--- src/emgc_defs.svh ---
`ifndef EMGC_DEFS_SVH
`define EMGC_DEFS_SVH

// ********************
// Clock and timing
// ********************

`define EMGC_CLK_FREQ 50000000

// Ticks in 100 us, counted from zero
`define EMGC_DELAY_TICKS_RST ((`EMGC_CLK_FREQ / 10000) - 1)
`define EMGC_DELAY_W 16

// ********************
// CCW retries
// ********************

`define EMGC_CCW_LIMIT_RST 3
`define EMGC_CNT_W 3

`endif
--- src/emgc_pkg.sv ---
package emgc_pkg;

	// ********************
	// Command channels
	// ********************

	// Bit positions in every 3-bit channel vector
	typedef enum logic [1:0]
	{
		CMD_SR  = 2'd0,
		CMD_DPR = 2'd1,
		CMD_CCW = 2'd2
	} cmd_e;

	// SR and DPR recovery state
	typedef enum logic
	{
		ST_IDLE     = 1'b0,
		ST_REPEATED = 1'b1
	} chan_state_e;

	// Configuration register select
	typedef enum logic
	{
		CFG_DELAY_TICKS = 1'b0,
		CFG_CCW_LIMIT   = 1'b1
	} cfg_addr_e;

endpackage

--- src/emgc_if.sv ---
`timescale 1ns/1ps

interface emgc_if;

	// Per-channel fault pulses from the detector
	logic [2:0] timeout;
	logic [2:0] frame_fault;
	logic [2:0] fault_start;
	logic       ccw_busy_reply;

	// End of recovery, one bit per pending channel
	logic [2:0] fault_done;

	modport detect
	(
		output timeout,
		output frame_fault,
		output fault_start,
		output ccw_busy_reply
	);

	modport delay
	(
		input  fault_start,
		output fault_done
	);

	modport chan
	(
		input fault_done,
		input ccw_busy_reply
	);

endinterface

--- src/emergency_ctrl.sv ---
`timescale 1ns/1ps
`include "emgc_defs.svh"

module emergency_ctrl
(
	input  logic                clk,
	input  logic                n_rst,
	input  logic                ccw_accepted,
	input  logic [2:0]          delays_after_cmds_for_reply,
	input  logic                rx_sd_busy,
	input  logic                rx_start_bit_accepted,
	input  logic                rx_frame_end,
	input  logic                rx_err,
	input  logic                cfg_wr,
	input  emgc_pkg::cfg_addr_e cfg_addr,
	input  logic [15:0]         cfg_wdata,
	output logic [15:0]         cfg_rdata,
	output logic [2:0]          repeat_reqs,
	output logic                switch_com_src_req,
	output logic                rst_com_src_ctrl
);

	logic [`EMGC_DELAY_W-1:0] delay_ticks;
	logic [`EMGC_CNT_W-1:0]   ccw_limit;
	logic [2:0]               chan_switch;
	logic [2:0]               chan_rst;

	emgc_if i_emgc_if();

	// ********************
	// Fault detection and delay
	// ********************

	reply_timeout_ctrl i_reply_timeout_ctrl
	(
		.clk                         (clk),
		.n_rst                       (n_rst),
		.delays_after_cmds_for_reply (delays_after_cmds_for_reply),
		.rx_start_bit_accepted       (rx_start_bit_accepted),
		.rx_frame_end                (rx_frame_end),
		.rx_err                      (rx_err),
		.rx_sd_busy                  (rx_sd_busy),
		.det                         (i_emgc_if.detect)
	);

	recovery_delay i_recovery_delay
	(
		.clk         (clk),
		.n_rst       (n_rst),
		.delay_ticks (delay_ticks),
		.dly         (i_emgc_if.delay)
	);

	emgc_cfg_regs i_emgc_cfg_regs
	(
		.clk         (clk),
		.n_rst       (n_rst),
		.cfg_wr      (cfg_wr),
		.cfg_addr    (cfg_addr),
		.cfg_wdata   (cfg_wdata),
		.cfg_rdata   (cfg_rdata),
		.delay_ticks (delay_ticks),
		.ccw_limit   (ccw_limit)
	);

	// ********************
	// Channel controllers
	// ********************

	chan_emgc_ctrl i_sr_emgc_ctrl
	(
		.clk                (clk),
		.n_rst              (n_rst),
		.fault_done         (i_emgc_if.fault_done[emgc_pkg::CMD_SR]),
		.repeat_req         (repeat_reqs[emgc_pkg::CMD_SR]),
		.switch_com_src_req (chan_switch[emgc_pkg::CMD_SR]),
		.rst_com_src_ctrl   (chan_rst[emgc_pkg::CMD_SR])
	);

	chan_emgc_ctrl i_dpr_emgc_ctrl
	(
		.clk                (clk),
		.n_rst              (n_rst),
		.fault_done         (i_emgc_if.fault_done[emgc_pkg::CMD_DPR]),
		.repeat_req         (repeat_reqs[emgc_pkg::CMD_DPR]),
		.switch_com_src_req (chan_switch[emgc_pkg::CMD_DPR]),
		.rst_com_src_ctrl   (chan_rst[emgc_pkg::CMD_DPR])
	);

	ccw_emgc_ctrl i_ccw_emgc_ctrl
	(
		.clk                (clk),
		.n_rst              (n_rst),
		.ccw_accepted       (ccw_accepted),
		.ccw_limit          (ccw_limit),
		.ch                 (i_emgc_if.chan),
		.repeat_req         (repeat_reqs[emgc_pkg::CMD_CCW]),
		.switch_com_src_req (chan_switch[emgc_pkg::CMD_CCW]),
		.rst_com_src_ctrl   (chan_rst[emgc_pkg::CMD_CCW])
	);

	// One shared request line each towards the source switch
	assign switch_com_src_req = |chan_switch;
	assign rst_com_src_ctrl   = |chan_rst;

endmodule

--- src/ccw_emgc_ctrl.sv ---
`timescale 1ns/1ps
`include "emgc_defs.svh"

module ccw_emgc_ctrl
(
	input  logic                   clk,
	input  logic                   n_rst,
	input  logic                   ccw_accepted,
	input  logic [`EMGC_CNT_W-1:0] ccw_limit,
	emgc_if.chan                   ch,
	output logic                   repeat_req,
	output logic                   switch_com_src_req,
	output logic                   rst_com_src_ctrl
);

	logic [`EMGC_CNT_W-1:0] cnt;
	logic                   ccw_done;
	logic                   below;
	logic                   retry;

	assign ccw_done = ch.fault_done[emgc_pkg::CMD_CCW];
	assign below    = (cnt < ccw_limit);
	assign retry    = ccw_done & below;

	// ********************
	// Retry counter
	// ********************

	always_ff @(posedge clk or negedge n_rst)
	begin
		if (!n_rst)
			cnt <= '0;
		else if (ccw_done)
		begin
			if (below)
				cnt <= cnt + 1'b1;
			else
				cnt <= '0;
		end
		else if (ccw_accepted)
			cnt <= '0;
	end

	// ********************
	// Requests
	// ********************

	// Busy reply repeats on the same source
	assign repeat_req         = retry | ch.ccw_busy_reply;
	assign switch_com_src_req = retry;

	// Retry budget spent, reset the source controller
	always_ff @(posedge clk or negedge n_rst)
	begin
		if (!n_rst)
			rst_com_src_ctrl <= 1'b0;
		else
			rst_com_src_ctrl <= ccw_done & ~below;
	end

endmodule

--- src/chan_emgc_ctrl.sv ---
`timescale 1ns/1ps

module chan_emgc_ctrl
(
	input  logic clk,
	input  logic n_rst,
	input  logic fault_done,
	output logic repeat_req,
	output logic switch_com_src_req,
	output logic rst_com_src_ctrl
);

	emgc_pkg::chan_state_e state;
	logic                  is_idle;

	assign is_idle = (state == emgc_pkg::ST_IDLE);

	// ********************
	// Recovery state
	// ********************

	// First fault repeats on the other source, second one resets
	always_ff @(posedge clk or negedge n_rst)
	begin
		if (!n_rst)
			state <= emgc_pkg::ST_IDLE;
		else if (fault_done)
		begin
			if (is_idle)
				state <= emgc_pkg::ST_REPEATED;
			else
				state <= emgc_pkg::ST_IDLE;
		end
	end

	assign repeat_req         = fault_done & is_idle;
	assign switch_com_src_req = fault_done & is_idle;

	// Source reset follows one cycle after the second fault
	always_ff @(posedge clk or negedge n_rst)
	begin
		if (!n_rst)
			rst_com_src_ctrl <= 1'b0;
		else
			rst_com_src_ctrl <= fault_done & ~is_idle;
	end

endmodule

--- src/recovery_delay.sv ---
`timescale 1ns/1ps
`include "emgc_defs.svh"

module recovery_delay
(
	input  logic                     clk,
	input  logic                     n_rst,
	input  logic [`EMGC_DELAY_W-1:0] delay_ticks,
	emgc_if.delay                    dly
);

	logic                     run;
	logic [`EMGC_DELAY_W-1:0] cnt;
	logic [2:0]               pend;
	logic                     done;
	logic                     any_start;

	assign any_start = |dly.fault_start;

	// Counter starts at zero the cycle after the first fault
	assign done = run & (cnt >= delay_ticks);

	assign dly.fault_done = pend & {3{done}};

	always_ff @(posedge clk or negedge n_rst)
	begin
		if (!n_rst)
		begin
			run  <= 1'b0;
			cnt  <= '0;
			pend <= '0;
		end
		else if (done)
		begin
			// A fault in the last cycle opens a fresh delay
			run  <= any_start;
			cnt  <= '0;
			pend <= dly.fault_start;
		end
		else if (run)
		begin
			cnt  <= cnt + 1'b1;
			pend <= pend | dly.fault_start;
		end
		else if (any_start)
		begin
			run  <= 1'b1;
			cnt  <= '0;
			pend <= dly.fault_start;
		end
	end

endmodule

--- src/reply_timeout_ctrl.sv ---
`timescale 1ns/1ps

module reply_timeout_ctrl
(
	input  logic       clk,
	input  logic       n_rst,
	input  logic [2:0] delays_after_cmds_for_reply,
	input  logic       rx_start_bit_accepted,
	input  logic       rx_frame_end,
	input  logic       rx_err,
	input  logic       rx_sd_busy,
	emgc_if.detect     det
);

	logic [2:0] win_q;
	logic [2:0] win_fall;
	logic       any_fall;
	logic [2:0] reply_seen;
	logic [2:0] recv;
	logic       frame_end_q;
	logic       start_in_win;

	// ********************
	// Window edges
	// ********************

	assign win_fall     = win_q & ~delays_after_cmds_for_reply;
	assign any_fall     = |win_fall;
	assign start_in_win = rx_start_bit_accepted & (|delays_after_cmds_for_reply);

	always_ff @(posedge clk or negedge n_rst)
	begin
		if (!n_rst)
		begin
			win_q       <= '0;
			frame_end_q <= 1'b0;
		end
		else
		begin
			win_q       <= delays_after_cmds_for_reply;
			frame_end_q <= rx_frame_end;
		end
	end

	// A start bit marks the reply as seen for every open window
	always_ff @(posedge clk or negedge n_rst)
	begin
		if (!n_rst)
			reply_seen <= '0;
		else
			reply_seen <= (any_fall ? 3'b000 : reply_seen)
				| (delays_after_cmds_for_reply & {3{rx_start_bit_accepted}});
	end

	// Reception marker, dropped one cycle after the frame end
	always_ff @(posedge clk or negedge n_rst)
	begin
		if (!n_rst)
			recv <= '0;
		else if (frame_end_q)
			recv <= '0;
		else if (start_in_win)
			recv <= delays_after_cmds_for_reply;
	end

	// ********************
	// Fault pulses
	// ********************

	assign det.timeout        = win_fall & ~reply_seen;
	assign det.frame_fault    = recv & {3{rx_frame_end & rx_err}};
	assign det.fault_start    = det.timeout | det.frame_fault;
	assign det.ccw_busy_reply = recv[emgc_pkg::CMD_CCW] & rx_frame_end
		& rx_sd_busy & ~rx_err;

endmodule

--- src/emgc_cfg_regs.sv ---
`timescale 1ns/1ps
`include "emgc_defs.svh"

module emgc_cfg_regs
(
	input  logic                     clk,
	input  logic                     n_rst,
	input  logic                     cfg_wr,
	input  emgc_pkg::cfg_addr_e      cfg_addr,
	input  logic [15:0]              cfg_wdata,
	output logic [15:0]              cfg_rdata,
	output logic [`EMGC_DELAY_W-1:0] delay_ticks,
	output logic [`EMGC_CNT_W-1:0]   ccw_limit
);

	// ********************
	// Register writes
	// ********************

	always_ff @(posedge clk or negedge n_rst)
	begin
		if (!n_rst)
		begin
			delay_ticks <= `EMGC_DELAY_W'(`EMGC_DELAY_TICKS_RST);
			ccw_limit   <= `EMGC_CNT_W'(`EMGC_CCW_LIMIT_RST);
		end
		else if (cfg_wr)
		begin
			if (cfg_addr == emgc_pkg::CFG_DELAY_TICKS)
				delay_ticks <= cfg_wdata[`EMGC_DELAY_W-1:0];
			else
				ccw_limit <= cfg_wdata[`EMGC_CNT_W-1:0];
		end
	end

	// Read mux, upper bits zero
	always_comb
	begin
		cfg_rdata = '0;
		case (cfg_addr)
			emgc_pkg::CFG_DELAY_TICKS: cfg_rdata[`EMGC_DELAY_W-1:0] = delay_ticks;
			emgc_pkg::CFG_CCW_LIMIT:   cfg_rdata[`EMGC_CNT_W-1:0]   = ccw_limit;
		endcase
	end

endmodule

--- config.mk ---
export PLATFORM = sky130hd
export DESIGN_NAME = emergency_ctrl
export DESIGN_NICKNAME = d
export VERILOG_FILES = /design/src/emgc_pkg.sv /design/src/emgc_if.sv /design/src/emergency_ctrl.sv /design/src/ccw_emgc_ctrl.sv /design/src/chan_emgc_ctrl.sv /design/src/recovery_delay.sv /design/src/reply_timeout_ctrl.sv /design/src/emgc_cfg_regs.sv
export VERILOG_INCLUDE_DIRS = /design/src
export SDC_FILE = /design/constraint.sdc
export NUM_CORES = 1
export LEC_CHECK = 0
export BUFFER_PORTS_ARGS = -buffer_cell sky130_fd_sc_hd__buf_2
export CORE_MARGIN = 5
export CORE_UTILIZATION = 54
export CTS_BUF_LIST = sky130_fd_sc_hd__clkbuf_8
export CTS_CLUSTER_SIZE = 30
export DETAILED_ROUTE_END_ITERATION = 16
export PLACE_DENSITY = 0.74
export SETUP_SLACK_MARGIN = 0.4
export SYNTH_ARGS = -nofsm -noshare
export SYNTH_HDL_FRONTEND = slang
export SYNTH_SLANG_ARGS = --single-unit
--- constraint.sdc ---
create_clock -name clk -period 8.8 [get_ports clk]
set_input_delay 1.76 -clock clk [delete_from_list [all_inputs] [get_ports clk]]
set_output_delay 1.76 -clock clk [all_outputs]
set_load 0.1 [all_outputs]
==> reports/qor.yml <==
sta:
  clock_skew_ns: 0.01188
  min_period_ns: 4.868
  fmax_ghz: 0.2054
  rsz0062_at_grt: "false"
  fin_crit_sh_pct: 55.31
  fin_setup_tns_ns: 0
  worst_pin_slew_ns: 0.8784
  drv_slew: 0
  setup_viol: 0
  hold_violations: 0
  max_slew_margin_pct: 41.44
  layout_setup_ws_ns: 3.932
critical_path:
  cp_cell_sequence: "inv_1 > ha_1 > nand4_1 > nor3_1 > a32oi_2 > a31oi_1 > and2_1 > or3_1 > buf_2"
  cp-endpoint: "switch_com_src_req"
  path_delay_family: "simple AND/OR/NAND/NOR gates"
  crit_start: "i_emgc_cfg_regs.delay_ticks[12]$_DFFE_PN1P_"
  arrival_ns: 3.11
  critPathMaxStageDelay_ns: 0.51
  critical_path_buf_inv_count: 2
  cp_max_fo: 6
  timing.rr.end: "i_recovery_delay.cnt[12]$_DFFE_PN0P_"
  r2r_cells: 7
  rrSetupSlack_ns: 5.84
  worstSetupPathType: "reg -> out"
  cp-start-kind: "register"
  cp_num_cells: 9
  cpMaxStageDelayCell: "dfstp_2"
  cp-end-kind: "output pin"
  r2r_start: "i_emgc_cfg_regs.delay_ticks[0]$_DFFE_PN1P_"
  crit_required_ns: 7.04
synth:
  yosys_warnings: 0
  yosys_register_bits: 57
  syn_area_um2: 3033
  synth.area.top_cells: "dfrtp_1 40%, ha_1 8.3%, dfstp_2 7.8%"
  synthDistinctLibCells: 44
  ys_seq_area_share_pct: 47.40
  ys.flop_type: "dfrtp_1"
  synth-edff-count: 0
  synth_top_cell_by_area: "dfrtp_1"
  netlist_instances: 312
  syn_avg_cell_area_um2: 9.721
  synth_top_area_share_pct: 39.60
  async_flop_share_pct: 100.0
  syn_nets: 360
clock_tree:
  hold_buffers: 0
  clock_sinks: 57
  cts-htree-levels: 3
  ctsResizeCount: 0
  cts-root-buf: "clkbuf_8"
  cts_setup_buffers: 0
  cts_buffer_depth: 2
  path_clk_slew_ns: 0.07
  clk_latency_ns: 0.34
  cts_tree: "yes"
  cts_made_buffers: 9
place:
  dp_slack_ns: 4.280
  placed_area_um2: 3278
  io_buffers: 48
  gp_congestion: 0.8073
  dp_hpwl_um: 4674
grt:
  grt_pass1_wl_um: 11160
  grt_overflow: 0
  antenna_found_initial: 0
  grt_usage_pct: 19.15
  grt_max_degree: 58
  grt_pass1_vias: 2404
detailed_routing:
  first_pass_iters: 4
  drtIter0Drc: 114
  ant_nets: 0
  via_count: 2443
  wl_um: 6301
  wl_per_cell_um: 14.42
  drcViolationCount: 0
  viasPerCell: 5.590
floorplan:
  start_util_pct: 55.42
  coreArea_um2: 5473
  std_cell_rows: 27
  io_pins: 49
  fp.dieW_um: 84.95
  dieArea_um2: 7216
  die_h_um: 84.95
pwr:
  total_power_uw: 895.4
  irDropWorstVdd_v: 0.0001470
  p_leak_uw: 0.001797
  power.density_nw_per_um2: 259.9
worst_hold_path:
  holdCritPathClass: "reg -> reg"
  whs_path_depth: 1
layout:
  final_area_um2: 3445
  n_fill_cell: 476
  area_growth_pct: 13.57
  n_antenna_cell: 0
  drive_gt1_share_pct: 23.56
  final_nets: 408
  final_core_util_pct: 62.94
outcome:
  outcome: "completed"
job:
  maxCapViolCount: 0
[synth_stat cells (all sizes together), types with 3 or more instances]
library cell  count
inv              21
a22oi             3
a31oi            10
mux2              6
o21ai            32
nand4             3
nor3              7
a21o              6
nand2            35
ha               20
clkbuf            6
nand2b           10
buf               7
and3              8
a22o             10
nand3             9
a21oi            13
dfstp             9
dfrtp            48
nor2b             5
nor2             24
[through the flow]
stage / hold slack (ns) / instances
floorplan: 0.4270 / 312
global placement: 0.4625 / 421
detailed placement: 0.4569 / 421
CTS: 0.4711 / 437
global route: 0.5060 / 437
finish: 0.4798 / 437
[flip-flops by register name, indices dropped and copies added (netlist names), 3 cells and up]
name,count
i_emgc_cfg_regs.delay_ticks,16
i_reply_timeout_ctrl.recv,3
i_emgc_cfg_regs.ccw_limit,3
i_recovery_delay.cnt,16
i_reply_timeout_ctrl.win_q,3
i_recovery_delay.pend,3
i_reply_timeout_ctrl.reply_seen,3
i_ccw_emgc_ctrl.cnt,3
[worst min-delay path by stage]
stage | start | end | slack (ns)
floorplan | i_reply_timeout_ctrl.frame_end_q$_DFF_PN0_ | i_reply_timeout_ctrl.recv[0]$_DFFE_PN0P_ | 0.43
global placement | i_reply_timeout_ctrl.frame_end_q$_DFF_PN0_ | i_reply_timeout_ctrl.recv[1]$_DFFE_PN0P_ | 0.46
detailed placement | i_reply_timeout_ctrl.frame_end_q$_DFF_PN0_ | i_reply_timeout_ctrl.recv[2]$_DFFE_PN0P_ | 0.46
CTS | i_reply_timeout_ctrl.frame_end_q$_DFF_PN0_ | i_reply_timeout_ctrl.recv[2]$_DFFE_PN0P_ | 0.47
global route | i_reply_timeout_ctrl.frame_end_q$_DFF_PN0_ | i_reply_timeout_ctrl.recv[2]$_DFFE_PN0P_ | 0.51
finish | i_reply_timeout_ctrl.frame_end_q$_DFF_PN0_ | i_reply_timeout_ctrl.recv[2]$_DFFE_PN0P_ | 0.48
[placed cells by master (no fill, tap or decap), types with 9 or more instances in the layout]
cell      instances
dfrtp_1          48
buf_2            48
nand2_1          33
o21ai_0          32
inv_1            24
nor2_1           24
ha_1             20
a21oi_1          12
a31oi_1          10
clkbuf_8         10
nand2b_1          9
a22o_1            9
nand3_1           9
dfstp_2           9
[kinds of logic (layout without fill, tap and decap cells)]
| family | Yosys count | after routing | share of synthesized area, % |
|---|---|---|---|
| buf+inv | 34 | 87 | 5.899 |
| flops | 57 | 57 | 47.40 |
| fa+ha+maj | 20 | 20 | 8.251 |
| compound gates | 82 | 82 | 17.53 |
| mux | 6 | 6 | 2.228 |
| xor+xnor | 2 | 2 | 0.5777 |
| simple gates | 111 | 111 | 18.11 |
[worst register-to-register path: cells and delay by family, from the launching register on]
kind | cells | cell delay (ns)
fa+ha+maj | 1 | 0.23
compound gates | 3 | 0.86
simple gates | 3 | 1.24
flops | 1 | 0.55
[cell type report]
class | instances | area, µm² | share of cell area, %
sequential | 57 | 1438 | 41.74
multi-input combinational | 221 | 1416 | 41.12
timing repair buffer | 50 | 255.2 | 7.410
clock buffer | 10 | 137.6 | 3.996
tap | 72 | 90.09 | 2.615
inverter | 21 | 78.83 | 2.288
clock inverter | 6 | 28.78 | 0.8355
[layer usage]
layer  global-route usage [%]  routed length, µm  vias to the layer above  share of wire, %
met2                    28.46               2821                       69                45
met3                    5.437                411                        8               6.5
met4                    6.906                 90                        0               1.4
met1                    26.75               2979                     1160                47
met5                        0                  0                        -                 0
li1                         -                  -                     1206                 -
[power breakdown]
part	switching (µW)	internal (µW)	leakage, µW
Combinational	207	109	0.00100
Sequential	51.9	320	0.000700
Clock	102	106	0.0000958
Power figures use the tool's default switching activity.
